`src/prog.hex`:
```
// Two 32-bit instruction words per line, word address rising left to right
00500093 fff08113
123451b7 00001217
0ff17293 8001e313
fffff3b7 00c12403
55544493 80000517
f9c52593 000280e7
00abc637 7ff60693
00000013 7ffff717
fe070793 ffc78803
800008b7 4048d913
00391993 00000a17
001a0a93 0deadb37
eefb0b13 001b3b93
fffffc13 00001cb7
fffffd17 002d5d83
80000e13 123e6e93

```
`src/hw/core_pkg.sv`:
```
package core_pkg;

    // Bubble markers carried down the pipeline in place of a real instruction
    localparam logic [31:0] REGPC_NOP = 32'hffff_ffff;
    localparam logic [31:0] INST_NOP  = 32'h0000_0013;

    localparam logic [31:0] RESET_PC = 32'h0000_0000;

    localparam int MEM_WORDS   = 32;
    localparam int MEM_LATENCY = 2;
    localparam int MEM_ADDR_W  = $clog2(MEM_WORDS);
    localparam int MEM_CNT_W   = $clog2(MEM_LATENCY + 1);

    localparam logic FETCH_WAIT_READY = 1'b0;
    localparam logic FETCH_WAIT_VALID = 1'b1;

    localparam logic [6:0] OPC_LUI   = 7'b0110111;
    localparam logic [6:0] OPC_AUIPC = 7'b0010111;

    // One instruction word seen through the I-type and the U-type layout
    typedef union packed {
        struct packed {
            logic [11:0] imm12;
            logic [4:0]  rs1;
            logic [2:0]  funct3;
            logic [4:0]  rd;
            logic [6:0]  opcode;
        } i;
        struct packed {
            logic [19:0] imm20;
            logic [4:0]  rd;
            logic [6:0]  opcode;
        } u;
    } inst_u;

endpackage

```
`src/hw/inst_mem.sv`:
```
module inst_mem import core_pkg::*; (
    input  logic        clk,
    input  logic        arst_n,
    input  logic        mem_start,
    input  logic [31:0] mem_addr,
    output logic        mem_ready,
    output logic [31:0] mem_data,
    output logic        mem_data_valid
);

    logic [31:0]           rom [MEM_WORDS];
    logic [MEM_ADDR_W-1:0] word_addr;
    logic [MEM_CNT_W-1:0]  count;
    logic                  busy;
    logic                  accept;
    logic                  done;

    initial begin
        $readmemh("/design/src/prog.hex", rom);
    end

    assign accept    = mem_start && mem_ready;
    assign done      = busy && (count == MEM_CNT_W'(1));
    assign mem_ready = !busy;

    // The answer is presented in the same cycle that ready comes back
    always_ff @(posedge clk or negedge arst_n) begin
        if (!arst_n) begin
            busy           <= 1'b0;
            count          <= '0;
            mem_data_valid <= 1'b0;
        end else begin
            mem_data_valid <= done;
            if (accept) begin
                busy  <= 1'b1;
                count <= MEM_CNT_W'(MEM_LATENCY - 1);
            end else if (done) begin
                busy  <= 1'b0;
            end else if (busy) begin
                count <= count - 1'b1;
            end
        end
    end

    always_ff @(posedge clk) begin
        if (accept) begin
            word_addr <= mem_addr[MEM_ADDR_W+1:2];
        end
        if (done) begin
            mem_data <= rom[word_addr];
        end
    end

endmodule

```
`src/hw/fetch_stage.sv`:
```
module fetch_stage import core_pkg::*; (
    input  logic        clk,
    input  logic        arst_n,
    input  logic        stall,
    input  logic        redirect,
    input  logic [31:0] redirect_pc,
    input  logic        mem_ready,
    input  logic [31:0] mem_data,
    input  logic        mem_data_valid,
    output logic        mem_start,
    output logic [31:0] mem_addr,
    output logic [31:0] id_pc,
    output logic [31:0] id_inst
);

    logic        state;
    logic [31:0] pc;
    logic        fetched;
    logic [31:0] saved_pc;
    logic [31:0] saved_inst;

    logic        take_data;
    logic        have_word;
    logic        issue;
    logic [31:0] next_pc;
    logic [31:0] out_pc;
    logic [31:0] out_inst;

    // A returned word is only taken when nothing is already held
    assign take_data = (state == FETCH_WAIT_VALID) && !fetched && mem_data_valid;
    assign have_word = take_data || ((state == FETCH_WAIT_VALID) && fetched);

    // The word leaves for decode only when the pipeline is free to take it
    assign issue = have_word && !stall && !redirect;

    always_comb begin
        if (redirect) begin
            next_pc = redirect_pc;
        end else if (take_data) begin
            next_pc = pc + 32'd4;
        end else begin
            next_pc = pc;
        end
    end

    // A new request follows once the current word has been handed on
    always_comb begin
        if (state == FETCH_WAIT_READY) begin
            mem_start = mem_ready;
        end else begin
            mem_start = have_word && !stall && mem_ready;
        end
    end

    assign mem_addr = next_pc;

    always_comb begin
        if (!issue) begin
            out_pc   = REGPC_NOP;
            out_inst = INST_NOP;
        end else if (take_data) begin
            out_pc   = pc;
            out_inst = mem_data;
        end else begin
            out_pc   = saved_pc;
            out_inst = saved_inst;
        end
    end

    always_ff @(posedge clk or negedge arst_n) begin
        if (!arst_n) begin
            state   <= FETCH_WAIT_READY;
            pc      <= RESET_PC;
            fetched <= 1'b0;
            id_pc   <= REGPC_NOP;
            id_inst <= INST_NOP;
        end else begin
            id_pc   <= out_pc;
            id_inst <= out_inst;
            pc      <= next_pc;
            if (state == FETCH_WAIT_READY) begin
                if (mem_ready) begin
                    state   <= FETCH_WAIT_VALID;
                    fetched <= 1'b0;
                end
            end else if (redirect || (have_word && !stall)) begin
                // Any held or returning word is dropped on redirect
                fetched <= 1'b0;
                state   <= mem_start ? FETCH_WAIT_VALID : FETCH_WAIT_READY;
            end else if (take_data) begin
                fetched <= 1'b1;
            end
        end
    end

    // Word held across a stall, with the pc it was fetched from
    always_ff @(posedge clk) begin
        if (take_data && stall && !redirect) begin
            saved_pc   <= pc;
            saved_inst <= mem_data;
        end
    end

endmodule

```
`src/hw/decode_stage.sv`:
```
module decode_stage import core_pkg::*; (
    input  logic        clk,
    input  logic        arst_n,
    input  logic [31:0] id_pc,
    input  logic [31:0] id_inst,
    output logic        dec_valid,
    output logic [31:0] dec_pc,
    output logic [31:0] dec_inst,
    output logic [4:0]  dec_rd,
    output logic [4:0]  dec_rs1,
    output logic [31:0] dec_imm
);

    inst_u       inst;
    logic        is_u_type;
    logic [4:0]  rs1;
    logic [31:0] imm;

    assign inst = id_inst;

    // LUI and AUIPC carry the upper immediate and read no source register
    assign is_u_type = (inst.u.opcode == OPC_LUI) || (inst.u.opcode == OPC_AUIPC);

    always_comb begin
        if (is_u_type) begin
            rs1 = 5'd0;
            imm = {inst.u.imm20, 12'h000};
        end else begin
            rs1 = inst.i.rs1;
            imm = {{20{inst.i.imm12[11]}}, inst.i.imm12};
        end
    end

    always_ff @(posedge clk or negedge arst_n) begin
        if (!arst_n) begin
            dec_valid <= 1'b0;
        end else begin
            dec_valid <= (id_pc != REGPC_NOP);
        end
    end

    always_ff @(posedge clk) begin
        dec_pc   <= id_pc;
        dec_inst <= id_inst;
        dec_rd   <= inst.u.rd;
        dec_rs1  <= rs1;
        dec_imm  <= imm;
    end

endmodule

```
`src/hw/frontend_top.sv`:
```
module frontend_top (
    input  logic        clk,
    input  logic        arst_n,
    input  logic        stall,
    input  logic        redirect,
    input  logic [31:0] redirect_pc,
    output logic        dec_valid,
    output logic [31:0] dec_pc,
    output logic [31:0] dec_inst,
    output logic [4:0]  dec_rd,
    output logic [4:0]  dec_rs1,
    output logic [31:0] dec_imm
);

    logic        mem_start;
    logic [31:0] mem_addr;
    logic        mem_ready;
    logic [31:0] mem_data;
    logic        mem_data_valid;
    logic [31:0] id_pc;
    logic [31:0] id_inst;

    fetch_stage u_fetch (
        .clk            (clk),
        .arst_n         (arst_n),
        .stall          (stall),
        .redirect       (redirect),
        .redirect_pc    (redirect_pc),
        .mem_ready      (mem_ready),
        .mem_data       (mem_data),
        .mem_data_valid (mem_data_valid),
        .mem_start      (mem_start),
        .mem_addr       (mem_addr),
        .id_pc          (id_pc),
        .id_inst        (id_inst)
    );

    inst_mem u_mem (
        .clk            (clk),
        .arst_n         (arst_n),
        .mem_start      (mem_start),
        .mem_addr       (mem_addr),
        .mem_ready      (mem_ready),
        .mem_data       (mem_data),
        .mem_data_valid (mem_data_valid)
    );

    decode_stage u_decode (
        .clk       (clk),
        .arst_n    (arst_n),
        .id_pc     (id_pc),
        .id_inst   (id_inst),
        .dec_valid (dec_valid),
        .dec_pc    (dec_pc),
        .dec_inst  (dec_inst),
        .dec_rd    (dec_rd),
        .dec_rs1   (dec_rs1),
        .dec_imm   (dec_imm)
    );

endmodule

```
`config.mk`:
```
export PLATFORM = sky130hd
export DESIGN_NAME = frontend_top
export DESIGN_NICKNAME = d
export VERILOG_FILES = /design/src/hw/core_pkg.sv /design/src/hw/inst_mem.sv /design/src/hw/fetch_stage.sv /design/src/hw/decode_stage.sv /design/src/hw/frontend_top.sv
export SDC_FILE = /design/constraint.sdc
export NUM_CORES = 1
export LEC_CHECK = 0
export ABC_AREA = 1
export BUFFER_PORTS_ARGS = -buffer_cell sky130_fd_sc_hd__buf_2
export CAP_MARGIN = 20
export CORE_ASPECT_RATIO = 0.7
export CORE_MARGIN = 2
export CORE_UTILIZATION = 57
export DETAILED_ROUTE_END_ITERATION = 6
export GPL_TIMING_DRIVEN = 0
export PLACE_DENSITY = 0.8
export SYNTH_ARGS = -nofsm -noshare
export SYNTH_HDL_FRONTEND = slang
export SYNTH_HIERARCHICAL = 1
export SYNTH_SLANG_ARGS = --single-unit
```
`constraint.sdc`:
```
create_clock -name clk -period 6.99 [get_ports clk]
set_input_delay 1.0485 -clock clk [delete_from_list [all_inputs] [get_ports clk]]
set_output_delay 1.0485 -clock clk [all_outputs]
set_load 0.1 [all_outputs]
```
==> results.yml <==
global_routing:
  global_route.overflow_total: 0
  vias_in_the_first_global_route: 6432
  grt_start_max_net_pins: 58
  grt_first_pass_wirelength_um: 33500
  groute.usage.overall: 0.235
  antenna_violations_before_repair: 1
critical_path:
  start_kind: "primary input"
  crit_path_end_kind: "flip-flop"
  worstSetupPathType: "primary input to flip-flop"
  cp_data_arrival_time_ns: 2.88
  cp_data_required_time_ns: 7.21
  path_max_fanout: 29
pwr:
  power.density_mw_per_mm2: 365
  vdd_drop_max_mv: 0.266
  p_leak_nw: 5.49
die:
  num_rows: 39
  fp.dieArea_sq_mm: 0.0180
  initial_utilization: 0.586
  core_area_sq_mm: 0.0164
  die_y_um: 113
  die_width_um: 159
  io-pin-count: 143
route:
  highest-signal-layer: "met4"
  wl_met1_um: 9490
  wire_per_inst_um: 15.4
  routed_wl_um: 20800
  routed-via-count: 6769
  routed_via_density: 5.02
  postRouteAntennaNets: 0
  detailedRoute.firstPassIterationCount: 5
  dr_wl_met2_um: 9400
  routed_length_on_met3_um: 1630
  drt_iter0_markers: 586
  remaining_routing_drc_violations: 0
clock_tree:
  clock-root-buffer: "clkbuf_16"
  htreeDepth: 1
  cts_post_setup_buffers_inserted: 0
  cts.repair.resized: 0
  worstSkewPairLatency_ns: 0.53
  path_clk_slew_ns: 0.06
  cts_tree: "built"
  cts_made_buffers: 25
  cts.path.max_buffers: 3
  cts.sink_count: 267
  cts.hold.buffers_added: 0
yosys:
  synthesis.instances: 901
  synth_async_sr_flop_share: 0.386
  seq_area_frac_synth: 0.679
  synth_enable_flop_cells: 64
  synth-seq-cells: 267
  dominantRegCellSynth: "dfxtp_1"
  postSynthAreaPerCell_sq_um: 10.7
  synthesis.area_sq_mm: 0.00964
  synthDistinctLibCells: 35
  yosys_warnings: 6
final_layout:
  post_route_cells_drive_above_1_share: 0.277
  n_fill_cell: 1232
  post-route-util: 0.709
  final_design_area_no_fill_sq_mm: 0.0117
  sequential_cell_area_sq_mm: 0.00655
  syn_to_final_growth_pct: 21.0
  layout.cells.most_common: "nand2_1"
  footprint_of_the_multi_input_gates_sq_mm: 0.00253
  mostFrequentLayoutCells: "235 x nand2_1, 160 x buf_2, 100 x dfxtp_1"
  finalNetCount: 1142
sta:
  fin_crit_sh: 0.380
  setup_viol: 0
  slew_headroom: 0.514
  maxClockFrequency_mhz: 377
  timing_max_transition_violations_final: 0
  timing.hold.ws_ns: 0.340
  final.setup_skew_ns: 0.0254
  finalHoldViolations: 0
  period_needed_ns: 2.66
  unrepaired_setup_endpoints_after_global_routing: "no"
  fin_setup_tns_ns: 0
  max_slew.worst_pin.slew_ns: 0.729
min_path:
  holdCritPathClass: "flip-flop to flip-flop"
placement:
  gp_congestion: 0.951
  io_buffer_count: 141
  hpwlAfterDp_um: 14600
  placed_cell_area_sq_mm: 0.0108
run_status:
  status: "completed"
job:
  max-cap-violations: 0
==> worst max-delay path: stages <==
cell and delay (ns):
clkbuf_1 0.20, clkinv_1 0.20, buf_2 0.28, nand2_1 0.13, nor2_4 0.53, buf_16 0.25, buf_12 0.21
==> area by class of cell <==
class	count	area share
diodes	1	0.000215
clock buffers	41	0.0686
plain buffers	74	0.0427
flip-flops and latches	267	0.561
well taps	225	0.0241
repair buffers	144	0.0672
clock inverters	5	0.00257
inverters	50	0.0161
multi-input cells	541	0.217
==> per-stage QoR <==
step           worst slack [ns]  cells  power [mW]
2_1_floorplan              2.26    932        2.68
3_3_place_gp              0.525   1298        2.91
3_5_place_dp               3.79   1301        2.93
4_1_cts                    4.33   1347        4.27
5_1_grt                    4.19   1348        4.43
6_report                   4.33   1348        4.25
==> cells in the mapped netlist (9+ instances only) <==
cell	instances	area [sq um]
a21boi_1	10	75.1
a21oi_1	57	285
buf_2	20	100
buf_4	42	315
dfrtp_1	68	1700
dfstp_2	35	920
dfxtp_1	100	2000
edfxtp_1	64	1920
inv_1	45	169
nand2_1	235	882
nand3_1	71	355
nor2_1	33	124
nor2_2	9	56.3
o21ai_0	34	170
o21ai_1	11	55.1
==> cells by family (layout without fill, tap and decap cells) <==
group                      after synthesis  count (layout)  synth area share
AOI/OAI and AO/OA                      121             121            0.0675
xor gates and xnor gates                 8               8           0.00727
adders and majority gates                3               3           0.00389
buffers and inverters                  124             314            0.0711
DFF                                    267             267             0.679
other                                    1              33          0.000389
and+or+nand+nor                        377             377             0.171
==> report_power, final <==
group          total, mW  internal [mW]  switching [mW]
clock network       1.34          0.783           0.555
registers           1.82           1.75          0.0706
logic               1.10          0.207           0.891
total               4.25           2.74            1.52
==> metal layers <==
metal,global-route usage,vias to the layer above
met1,0.350,3204
met5,0,-
li1,-,3294
met3,0.0411,24
met2,0.368,247
met4,0.0509,0
==> flip-flops by register name, summed over array words and instances, names as in the netlist <==
name	count
u_decode/dec_imm	32
u_decode/dec_pc	32
u_fetch/id_inst	32
u_fetch/id_pc	32
u_fetch/pc	32
u_fetch/saved_inst	32
u_fetch/saved_pc	32
u_decode/dec_inst	31
u_decode/dec_rs1	5
u_mem/count	2
u_decode/dec_valid	1
u_fetch/fetched	1
u_fetch/state	1
u_mem/busy	1
u_mem/mem_data_valid	1
==> worst paths after layout <==
path	to	cells past startpoint	startpoint	slack, ns
max	u_fetch/saved_inst[15]	7	redirect	4.33
min	u_decode/dec_inst[11]	0	u_fetch/id_inst[11]	0.34
max reg2reg	u_fetch/saved_inst[15]	8	u_fetch/state	4.54
min reg2reg	u_decode/dec_inst[11]	0	u_fetch/id_inst[11]	0.34
max in group asynchronous	u_fetch/id_pc[30]	2	arst_n	5.65
min in group asynchronous	u_fetch/pc[25]	1	arst_n	0.60
(Power assumes the default switching activity.)
